[config.mk]
export PLATFORM = sky130hd
export DESIGN_NAME = eccMemTop
export DESIGN_NICKNAME = d
export VERILOG_FILES = /design/src/rtl/memPkg.sv /design/src/rtl/eccPkg.sv /design/src/rtl/eccMemTop.sv /design/src/rtl/eccCsr.sv /design/src/rtl/eccStorage.sv /design/src/rtl/hsiaoDecoder.sv /design/src/rtl/hsiaoEncoder.sv
export VERILOG_INCLUDE_DIRS = /design/src /design/src/rtl
export SDC_FILE = /design/constraint.sdc
export NUM_CORES = 2
export LEC_CHECK = 0
export BUFFER_PORTS_ARGS = -buffer_cell sky130_fd_sc_hd__clkbuf_2
export CORE_ASPECT_RATIO = 1.25
export CORE_MARGIN = 10
export CORE_UTILIZATION = 50
export CTS_BUF_LIST = sky130_fd_sc_hd__clkbuf_8
export DETAILED_ROUTE_END_ITERATION = 6
export PLACE_DENSITY_LB_ADDON = 0.25
export SLEW_MARGIN = 20
export SYNTH_ARGS = -nofsm -noshare
export SYNTH_HDL_FRONTEND = slang
export SYNTH_SLANG_ARGS = --single-unit
[constraint.sdc]
create_clock -name clk_i -period 10.5 [get_ports clk_i]
set_input_delay 0.525 -clock clk_i [delete_from_list [all_inputs] [get_ports clk_i]]
set_output_delay 0.525 -clock clk_i [all_outputs]
set_load 0.03 [all_outputs]
[src/rtl/ecc_defs.svh]
// Global sizing for the SEC-DED protected memory
`ifndef ECC_DEFS_SVH
`define ECC_DEFS_SVH

// Width of one user data word
`define ECC_DATA_WIDTH 32

// Check bits per word; 7 is the smallest count that gives SEC-DED on 32 bits
`define ECC_PROT_WIDTH 7

// Full stored codeword, data in the low bits and check bits on top
`define ECC_TOTAL_WIDTH (`ECC_DATA_WIDTH + `ECC_PROT_WIDTH)

// Number of codewords held in the storage array
`define ECC_MEM_DEPTH 64

`endif
[src/rtl/memPkg.sv]
// Address and configuration register types of the protected memory
`default_nettype none

`include "ecc_defs.svh"

package memPkg;

  // Word address into the codeword array
  typedef logic [$clog2(`ECC_MEM_DEPTH)-1:0] addrT;

  // Width of the configuration data bus
  typedef logic [31:0] csrDataT;

  // Configuration register map
  // CsrInject holds two bit indices with enables, see eccCsr for the layout
  typedef enum logic [1:0] {
    CsrInject    = 2'd0,
    CsrCorrCnt   = 2'd1,
    CsrUncorrCnt = 2'd2,
    CsrLastAddr  = 2'd3
  } csrAddrT;

endpackage

`default_nettype wire

[src/rtl/eccPkg.sv]
// Code types and constant functions that build the Hsiao parity-check matrix
`default_nettype none

`include "ecc_defs.svh"

package eccPkg;

  // Plain vectors for the widths that travel through the datapath
  typedef logic [`ECC_DATA_WIDTH-1:0]  dataT;
  typedef logic [`ECC_TOTAL_WIDTH-1:0] codeT;
  typedef logic [`ECC_PROT_WIDTH-1:0]  syndromeT;

  // Bit 0 flags a corrected single error, bit 1 a detected double error
  typedef logic [1:0] eccErrT;

  // Saturating event counter
  typedef logic [15:0] cntT;

  // One parity row per check bit, one bit per codeword position
  typedef logic [`ECC_PROT_WIDTH-1:0][`ECC_TOTAL_WIDTH-1:0] parityRowsT;

  // The same matrix stored column first, used to match a syndrome to a bit
  typedef logic [`ECC_TOTAL_WIDTH-1:0][`ECC_PROT_WIDTH-1:0] corrColsT;

  // Returns one entry of the H matrix
  // Data columns take the weight-3 patterns in ascending numeric order, so
  // every data column is odd, distinct and of minimum Hsiao weight
  // Check columns are unit vectors, which keeps the code systematic
  function automatic bit hsiaoMatrix(int unsigned row, int unsigned col);
    int unsigned seen;
    int unsigned weight;
    syndromeT    colCode;
    seen    = 0;
    colCode = '0;
    if (col >= `ECC_DATA_WIDTH) begin
      colCode[col-`ECC_DATA_WIDTH] = 1'b1;
    end else begin
      // 35 weight-3 patterns exist in 7 bits, enough for all 32 data columns
      for (int unsigned v = 0; v < (1 << `ECC_PROT_WIDTH); v++) begin
        weight = $countones(v);
        if (weight == 3) begin
          if (seen == col) begin
            colCode = syndromeT'(v);
          end
          seen++;
        end
      end
    end
    return colCode[row];
  endfunction

  // Row view, consumed by the parity trees of the encoder and decoder
  function automatic parityRowsT hsiaoCodes();
    parityRowsT rows;
    for (int unsigned r = 0; r < `ECC_PROT_WIDTH; r++) begin
      for (int unsigned c = 0; c < `ECC_TOTAL_WIDTH; c++) begin
        rows[r][c] = hsiaoMatrix(r, c);
      end
    end
    return rows;
  endfunction

  // Column view, i.e. the syndrome each single bit flip would produce
  function automatic corrColsT corrCodes();
    corrColsT cols;
    for (int unsigned c = 0; c < `ECC_TOTAL_WIDTH; c++) begin
      for (int unsigned r = 0; r < `ECC_PROT_WIDTH; r++) begin
        cols[c][r] = hsiaoMatrix(r, c);
      end
    end
    return cols;
  endfunction

endpackage

`default_nettype wire

[src/rtl/eccMemTop.sv]
// SEC-DED protected memory joining encoder, storage, decoder and config block
`default_nettype none
`timescale 1ns/1ps

module eccMemTop
  import eccPkg::*;
  import memPkg::*;
(
  input  logic     clk_i,
  input  logic     arstN,

  // Write port
  input  logic     wrEn,
  input  addrT     wrAddr,
  input  dataT     wrData,

  // Read port, results one cycle after rdEn
  input  logic     rdEn,
  input  addrT     rdAddr,
  output logic     rdValid,
  output dataT     rdData,
  output eccErrT   rdErr,
  output syndromeT rdSyndrome,

  // Configuration port
  input  logic     cfgWrEn,
  input  csrAddrT  cfgAddr,
  input  csrDataT  cfgWrData,
  output csrDataT  cfgRdData
);

  codeT wrCode;
  codeT injectMask;
  codeT rdCode;
  addrT rdAddrQ;

  // Check bits are added on the way into the array
  hsiaoEncoder uEncoder (
    .data (wrData),
    .code (wrCode)
  );

  eccStorage uStorage (
    .clk_i      (clk_i),
    .arstN      (arstN),
    .wrEn       (wrEn),
    .wrAddr     (wrAddr),
    .wrCode     (wrCode),
    .injectMask (injectMask),
    .rdEn       (rdEn),
    .rdAddr     (rdAddr),
    .rdCode     (rdCode),
    .rdValid    (rdValid),
    .rdAddrQ    (rdAddrQ)
  );

  // Correction sits after the read register, so it adds no latency
  hsiaoDecoder uDecoder (
    .code     (rdCode),
    .data     (rdData),
    .syndrome (rdSyndrome),
    .err      (rdErr)
  );

  // Error status is logged only when rdValid qualifies it
  eccCsr uCsr (
    .clk_i      (clk_i),
    .arstN      (arstN),
    .cfgWrEn    (cfgWrEn),
    .cfgAddr    (cfgAddr),
    .cfgWrData  (cfgWrData),
    .cfgRdData  (cfgRdData),
    .wrEn       (wrEn),
    .injectMask (injectMask),
    .rdValid    (rdValid),
    .rdAddrQ    (rdAddrQ),
    .rdErr      (rdErr)
  );

endmodule

`default_nettype wire

[src/rtl/eccCsr.sv]
// Configuration and status block with fault injection and error logging
`default_nettype none
`timescale 1ns/1ps

module eccCsr
  import eccPkg::*;
  import memPkg::*;
(
  input  logic    clk_i,
  input  logic    arstN,
  input  logic    cfgWrEn,
  input  csrAddrT cfgAddr,
  input  csrDataT cfgWrData,
  output csrDataT cfgRdData,
  input  logic    wrEn,
  output codeT    injectMask,
  input  logic    rdValid,
  input  addrT    rdAddrQ,
  input  eccErrT  rdErr
);

  // Inject register layout
  // Bits 5:0 and 13:8 are codeword bit indices, bits 7 and 15 their enables
  logic [5:0] injIdxA;
  logic [5:0] injIdxB;
  logic       injEnA;
  logic       injEnB;

  cntT  corrCnt;
  cntT  uncorrCnt;
  addrT lastAddr;

  logic faultyRead;

  assign faultyRead = rdValid && (|rdErr);

  // Decode the stored indices into a flip mask; indices past the codeword do
  // nothing, and two equal indices flip a single bit
  for (genvar k = 0; k < $bits(codeT); k++) begin : genMask
    assign injectMask[k] = (injEnA && (injIdxA == 6'(k))) ||
                           (injEnB && (injIdxB == 6'(k)));
  end

  // One-shot injection; a new setting wins over the clear of an old one
  always_ff @(posedge clk_i or negedge arstN) begin
    if (!arstN) begin
      injIdxA <= '0;
      injIdxB <= '0;
      injEnA  <= 1'b0;
      injEnB  <= 1'b0;
    end else if (cfgWrEn && (cfgAddr == CsrInject)) begin
      injIdxA <= cfgWrData[5:0];
      injEnA  <= cfgWrData[7];
      injIdxB <= cfgWrData[13:8];
      injEnB  <= cfgWrData[15];
    end else if (wrEn) begin
      // Consumed by this write, so the mask is gone for the next one
      injEnA <= 1'b0;
      injEnB <= 1'b0;
    end
  end

  // Counters stop at all ones; a config write of any value clears them
  always_ff @(posedge clk_i or negedge arstN) begin
    if (!arstN) begin
      corrCnt   <= '0;
      uncorrCnt <= '0;
      lastAddr  <= '0;
    end else begin
      if (cfgWrEn && (cfgAddr == CsrCorrCnt)) begin
        corrCnt <= '0;
      end else if (rdValid && rdErr[0] && (corrCnt != '1)) begin
        corrCnt <= corrCnt + 1'b1;
      end
      if (cfgWrEn && (cfgAddr == CsrUncorrCnt)) begin
        uncorrCnt <= '0;
      end else if (rdValid && rdErr[1] && (uncorrCnt != '1)) begin
        uncorrCnt <= uncorrCnt + 1'b1;
      end
      // Tracks any read that needed correction or was uncorrectable
      if (faultyRead) begin
        lastAddr <= rdAddrQ;
      end
    end
  end

  // Readback is purely combinational from the address
  always_comb begin
    cfgRdData = '0;
    case (cfgAddr)
      CsrInject:    cfgRdData[15:0] = {injEnB, 1'b0, injIdxB, injEnA, 1'b0, injIdxA};
      CsrCorrCnt:   cfgRdData[15:0] = corrCnt;
      CsrUncorrCnt: cfgRdData[15:0] = uncorrCnt;
      CsrLastAddr:  cfgRdData[$bits(addrT)-1:0] = lastAddr;
      default:      cfgRdData = '0;
    endcase
  end

endmodule

`default_nettype wire

[src/rtl/eccStorage.sv]
// Codeword array with fault injection on write and a registered read port
`default_nettype none
`timescale 1ns/1ps

`include "ecc_defs.svh"

module eccStorage
  import eccPkg::*;
  import memPkg::*;
(
  input  logic clk_i,
  input  logic arstN,
  input  logic wrEn,
  input  addrT wrAddr,
  input  codeT wrCode,
  input  codeT injectMask,
  input  logic rdEn,
  input  addrT rdAddr,
  output codeT rdCode,
  output logic rdValid,
  output addrT rdAddrQ
);

  codeT mem [`ECC_MEM_DEPTH];

  // The mask is zero unless an injection is pending, so a normal write
  // stores the codeword unchanged
  always_ff @(posedge clk_i) begin
    if (wrEn) begin
      mem[wrAddr] <= wrCode ^ injectMask;
    end
  end

  // Read data and address are sampled in the same edge as a write, so a
  // colliding read sees the word that was there before
  always_ff @(posedge clk_i) begin
    if (rdEn) begin
      rdCode  <= mem[rdAddr];
      rdAddrQ <= rdAddr;
    end
  end

  // Valid pulse lines up with the registered word one cycle after rdEn
  always_ff @(posedge clk_i or negedge arstN) begin
    if (!arstN) begin
      rdValid <= 1'b0;
    end else begin
      rdValid <= rdEn;
    end
  end

endmodule

`default_nettype wire

[src/rtl/hsiaoDecoder.sv]
// Hsiao SEC-DED decoder with single-bit correction and double-bit detection
`default_nettype none
`timescale 1ns/1ps

module hsiaoDecoder
  import eccPkg::*;
(
  input  codeT     code,
  output dataT     data,
  output syndromeT syndrome,
  output eccErrT   err
);

  // Both views of the same matrix are elaboration constants
  localparam parityRowsT HsiaoRows = hsiaoCodes();
  localparam corrColsT   CorrCols  = corrCodes();

  logic singleErr;

  // A clean codeword gives an all-zero syndrome
  for (genvar i = 0; i < $bits(syndromeT); i++) begin : genSyndrome
    assign syndrome[i] = ^(code & HsiaoRows[i]);
  end

  // Flip the data bit whose column matches the syndrome
  // A check-bit error matches no data column and leaves the data untouched
  for (genvar i = 0; i < $bits(dataT); i++) begin : genCorrect
    assign data[i] = code[i] ^ (syndrome == CorrCols[i]);
  end

  // All columns have odd weight, so one flip always yields an odd syndrome
  assign singleErr = ^syndrome;

  // Two flips cancel to an even, nonzero syndrome
  // That never equals a column, so no data bit is touched in that case
  assign err[0] = singleErr;
  assign err[1] = ~singleErr & (|syndrome);

endmodule

`default_nettype wire

[src/rtl/hsiaoEncoder.sv]
// Hsiao SEC-DED encoder that appends check bits to a data word
`default_nettype none
`timescale 1ns/1ps

module hsiaoEncoder
  import eccPkg::*;
(
  input  dataT data,
  output codeT code
);

  // Parity rows of the H matrix, fixed at elaboration
  localparam parityRowsT HsiaoRows = hsiaoCodes();

  syndromeT checkBits;

  // Check columns are unit vectors, so each check bit is simply the parity
  // of the data bits selected by its row
  for (genvar i = 0; i < $bits(syndromeT); i++) begin : genCheck
    assign checkBits[i] = ^(data & HsiaoRows[i][$bits(dataT)-1:0]);
  end

  // Systematic layout with the data kept in the low positions
  assign code = {checkBits, data};

endmodule

`default_nettype wire

# After elaboration in Yosys (flattened, before gate mapping)
# Memories as Yosys holds them, arrays and structs flattened. A register that Yosys moved wholly into a read port is not among the register bits.
# Index checks and enable logic that the tools add are counted.
# classes
n_eq_ne,113
reduce_logical,148
n_bitwise,35
n_addsub,2
muxes,11
# ops
operator,count
39-bit XOR reduction,7
32-bit XOR reduction,7
6-bit by 5-bit equality test with 1-bit output (second input constant),32
6-bit by 4-bit equality test with 1-bit output (second input constant),16
1-bit logical AND,86
6-bit equality test (second input constant),14
7-bit equality test (second input constant),12
7-bit by 6-bit equality test with 1-bit output (second input constant),10
16-bit two-way mux,4
6-bit by 3-bit equality test with 1-bit output (second input constant),8
7-bit by 5-bit equality test with 1-bit output (second input constant),6
1-bit logical OR,39
39-bit XOR,1
16-bit by 1-bit adder with 16-bit output (second input constant),2
16-bit != test (second input constant),2
1-bit XOR,32
10-bit case mux with 3 select lines,1
6-bit by 2-bit equality test with 1-bit output (second input constant),4
6-bit case mux with 4 select lines,1
7-bit by 4-bit equality test with 1-bit output (second input constant),3
6-bit by 1-bit equality test with 1-bit output (second input constant),2
6-bit logical NOT,2
7-bit by 3-bit equality test with 1-bit output (second input constant),1
7-bit OR reduction,1
other kinds (9),16
# totals
out_inout_bits,74
input_bits,83
reg_bits,59
ramBits,2496
n_memories,1
# mem_list
memory,depth,word_bits,rd,rd_ports_with_merged_regs,write_ports,line,text
uStorage.mem,64,39,1,1,1,eccStorage.sv:24,codeT mem [`ECC_MEM_DEPTH];

# Longest topological paths before layout
# depth
ltp_word,8
ltp_mapped,15
depth_no_buf,13

# Modules after synthesis
# Synthesis repeated with hierarchy kept, for this count alone.
# hier_totals
hier_cells,4822
area_unflattened_um2,102522.1
# modules_own_cells
mod,seq_area_each_um2,cells_each,instances,area_each_um2
eccStorage,76328.2,4157,1,96506.3
eccCsr,1301.2,404,1,3608.5
hsiaoDecoder,0.0,175,1,1473.9
hsiaoEncoder,0.0,86,1,933.4

# Least setup slack after synthesis
# OpenSTA, ideal clock, no wires.
# synth_timing
path_type,input-to-reg
from,input port wrAddr[3]
to,memory uStorage.mem[48][0] (netlist name) (enable)
setup_ns,0.484
setup_slack_ns,6.329
arrival_time_ns,3.688
n_path_buf,1
cell_stages,4
cell_sequence,clkbuf_1 > nor2b_1 > nand4b_1 > nor3_1
# synth_lines
element,line,text
"start, declared",eccMemTop.sv:14,"input addrT wrAddr,"
"end, declared",eccStorage.sv:24,
# No word-level cell before the write port.

# Final worst setup path
# layout_timing
from,register uStorage.rdCode[23] (read register of uStorage.mem)
to,output port rdErr[1]
# layout_via
elab_chain_cells,4
elab_cells_between_ends,7
classes_between,bitwise (2); reduce/logical (5)
# layout_lines
element,line,text
"start, declared",eccStorage.sv:19,"output codeT rdCode,"
39-bit XOR reduction,hsiaoDecoder.sv:22,assign syndrome[i] = ^(code & HsiaoRows[i]);
7-bit XOR reduction,hsiaoDecoder.sv:32,assign singleErr = ^syndrome;
1-bit inverter,hsiaoDecoder.sv:37,assign err[1] = ~singleErr & (|syndrome);
1-bit AND *,hsiaoDecoder.sv:37,
"end, declared",eccMemTop.sv:22,"output eccErrT rdErr,"
# Mark *: on every way between the ends. The rest lies on a longest branch, timed or not.

==> metrics.md <==
| Metric | Value |
|---|---|
| Status | finished clean |
| Vias in the first global route | 50,100 |
| Core region area | 0.203 mm^2 |
| DRC violation count after routing | 0 |
| Post-synthesis cell count | 4,351 |
| IO Pins | 157 |
| Setup Buffers After CTS | 0 |
| RSZ-0062 raised after global routing | false |
| CP required | 9.98 ns |
| Worst VDD drop | 0.000596 V |
| Final cycle utilization of the critical path | 53.9% |
| Overall global routing resource usage | 23.3% |
| Fraction of layout cells with a size suffix above 1 | 32.3% |
| Power per standard cell area | 202 mW/mm^2 |
| First-pass GRT wire length | 372 mm |
| Ranking of synthesized cells by area | edfxtp_1, mux4_2, dfrtp_1 |
| Num CTS Buffers | 389 |
| Gpl congestion | 0.902 |
| Die area | 0.222 mm^2 |
| RR Startpoint | uStorage.rdCode[23] |
| H-tree depth | 5 |
| Hold crit path type | in2reg |
| Port buffer count | 122 |
| CP max FO | 6 |
| Reg2Reg Setup Slack | 5.70 ns |
| Top-count cell post-synth | edfxtp_1 |
| Routed len/inst | 33.4 um |
| TritonRoute pass-1 iters | 5 |
| Root Driver | clkbuf_8 |
| Tightest Pin Transition | 1.12 ns |
| Slew HR | 25.0% |
| FF-to-FF End | uCsr.corrCnt[3] |
| Final setup vio count | 0 |
| CTS tree | yes |
| Top cells by count, synth | edfxtp_1, mux4_2, xnor2_1 |
| M2 GR Usage | 39.1% |
| Total wire length | 261 mm |
| Sequential area share after synthesis | 76.1% |
| Unique masters post-synth | 53 |
| DR vias/cell | 6.29 |
| Ys flop type | edfxtp_1 |
| Async S/R FF share, synth | 2.04% |
| Post-synthesis register bit count | 2,594 |
| 1st-iter DRT viols | 5,898 |
| Most Used Layer, Global Route | met2 |
| Clock slew at reported path FFs | 0.07 ns |
| Critical Path Sink Type | output pin |
| # nets final | 4,887 |
| Worst skew pair latency | 1.07 ns |
| Max-cap violations | 0 |
| Post-synth top area share | 74.8% |
| Highest clock rate | 177 MHz |
| Row cnt | 185 |
| Routed Antenna Nets | 0 |
| Vias | 49,100 |
| Met1 GRT Util | 31.7% |
| Met3 Resource Use GR | 4.01% |
| Post-synth EDFFs | 2,541 |
| Post-cts gate resize count | 0 |
| Area grow syn2layout | 12.1% |
| Max clock buf depth | 4 |
| Initial antenna violation count | 9 |
| Synth Warn # | 0 |
| CP startpoint kind | flop |
| Starting Density | 50.2% |
| Syn avg cell area | 23.4 um^2 |
| Hold_buf cts | 19 |
| Max-slew violations | 0 |
| Crit. Startpoint | uStorage.rdCode[23] |
| Pin count of the biggest net entering global routing | 130 |
| Lkg Pwr | 0.0361 uW |
| Setup WS post-layout | 4.84 ns |
| Pre-CTS setup slack | 5.77 ns |
| Reg2Reg Depth | 12 |
| Worst Clk Skew | 0.0665 ns |
| Crit path capture | rdErr[1] |
| Die height | 525 um |
| Hpwl dp | 139 mm |
| CP arrival | 5.13 ns |
| Post-layout min period | 5.66 ns |
| Setup tns final | 0 ns |
| Die Wd | 424 um |
| Final hold violation count | 0 |
| Gr ovfl total | 0 |
| Area of the mapped netlist | 0.102 mm^2 |
| Setup CP Type | reg2out |
| Synth area leader | edfxtp_1 |
| Clock sinks | 2,594 |
## cells by family after synthesis
logic type,after synthesis,share of synthesized area (%)
DFF,2594,76.1
other,1,0.00368
AOI/OAI and AO/OA,116,0.740
and+or+nand+nor,298,1.45
adders and majority gates,7,0.0859
muxes,864,18.4
xor gates and xnor gates,224,2.18
buffers and inverters,247,1.01
## registers in the layout, indices dropped and copies added, names as in the netlist, 6 cells and up
name / count
uStorage.rdCode: 39
uCsr.corrCnt: 16
uCsr.injIdxB: 6
uStorage.rdAddrQ: 6
uCsr.lastAddr: 6
uCsr.uncorrCnt: 16
uCsr.injIdxA: 6
uStorage.mem: 2496
## cells in the final DEF, fill, tap and decap left out, types with 6 or more instances in the layout
cell type and count:
conb_1 16, or3_1 7, buf_4 126, mux2_2 19, xnor2_2 21, xor2_4 20, a211oi_1 17, edfxtp_1 2541
dfrtp_1 53, nor2b_1 25, nand2_1 51, xnor3_1 13, or3b_2 6, and3_1 10, o31ai_1 6, clkinv_2 35
or4_1 6, mux4_2 805, nor2_4 62, buf_12 9, clkbuf_8 397, and2_1 8, inv_1 140, clkinv_1 108
o21ai_0 17, a22oi_1 12, xnor2_1 132, nand4_1 14, o22ai_1 26, nand3b_1 6, nand3_1 45, mux2i_1 39
a21oi_1 23, bufinv_16 11, ha_1 7, xor2_1 34, dlygate4sd3_1 19, nor2_1 35, clkbuf_2 115
## final cells by class
| class | count | area [um^2] |
|---|---|---|
| Inverter | 13 | 48.8 |
| Fill cell | 14900 | 88700 |
| Timing Repair Buffer | 274 | 1960 |
| Tap cell | 2711 | 3390 |
| Clock inverter | 286 | 1430 |
| Clock buffer | 397 | 5460 |
| Sequential cell | 2594 | 77600 |
| Antenna cell | 5 | 12.5 |
| Multi-Input combinational cell | 1525 | 24400 |
## per-stage QoR
step	utilization (%)	hold WS [ns]	cell area (um^2)	cells	total power [uW]
after floorplan	-	0.229	102000	4366	14600
after global placement	52.8	0.457	107000	7098	15700
after detailed placement	52.8	0.466	107000	7098	15800
after CTS	56.3	0.000140	114000	7800	23200
after global routing	56.3	0.0713	114000	7801	23900
final	56.3	0.100	114000	7805	23100
## worst max-delay path, stage by stage (launching register included)
cell,delay [ns]
edfxtp_1,0.59
xnor2_1,0.60
xnor3_1,0.64
xnor3_1,0.33
xnor2_1,0.30
ha_1,0.33
xor2_1,0.33
xnor2_2,0.12
o21ai_1,0.37
o21a_1,0.25
clkbuf_2,0.22
## routing by layer
layer | part of all wire (%) | up-vias
met4 | 2.7 | 2
met3 | 7.5 | 420
li1 | - | 19400
met1 | 38 | 26800
met5 | 0.0069 | -
met2 | 51 | 2400
## how the worst min path moves through the flow
| stage | slack [ns] | end | depth (start not counted) | start |
|---|---|---|---|---|
| 5_1_grt | 0.07 | uStorage.mem[55][0] | 3 | wrAddr[0] |
| 6_report | 0.10 | uStorage.mem[55][0] | 3 | wrAddr[0] |
| 3_5_place_dp | 0.47 | uCsr.lastAddr[4] | 1 | uStorage.rdAddrQ[4] |
| 3_3_place_gp | 0.46 | uCsr.lastAddr[4] | 1 | uStorage.rdAddrQ[4] |
| 2_1_floorplan | 0.23 | uCsr.corrCnt[0] | 0 | arstN |
| 4_1_cts | 0.0001 | uStorage.mem[55][0] | 3 | wrAddr[0] |
## report_power, final
part / switching [uW] / internal, uW / leakage [uW]
combinational: 2480 / 1110 / 0.00851
sequential: 96.8 / 11900 / 0.0236
clock: 3750 / 3770 / 0.00401
Power figures use the tool's default switching activity.
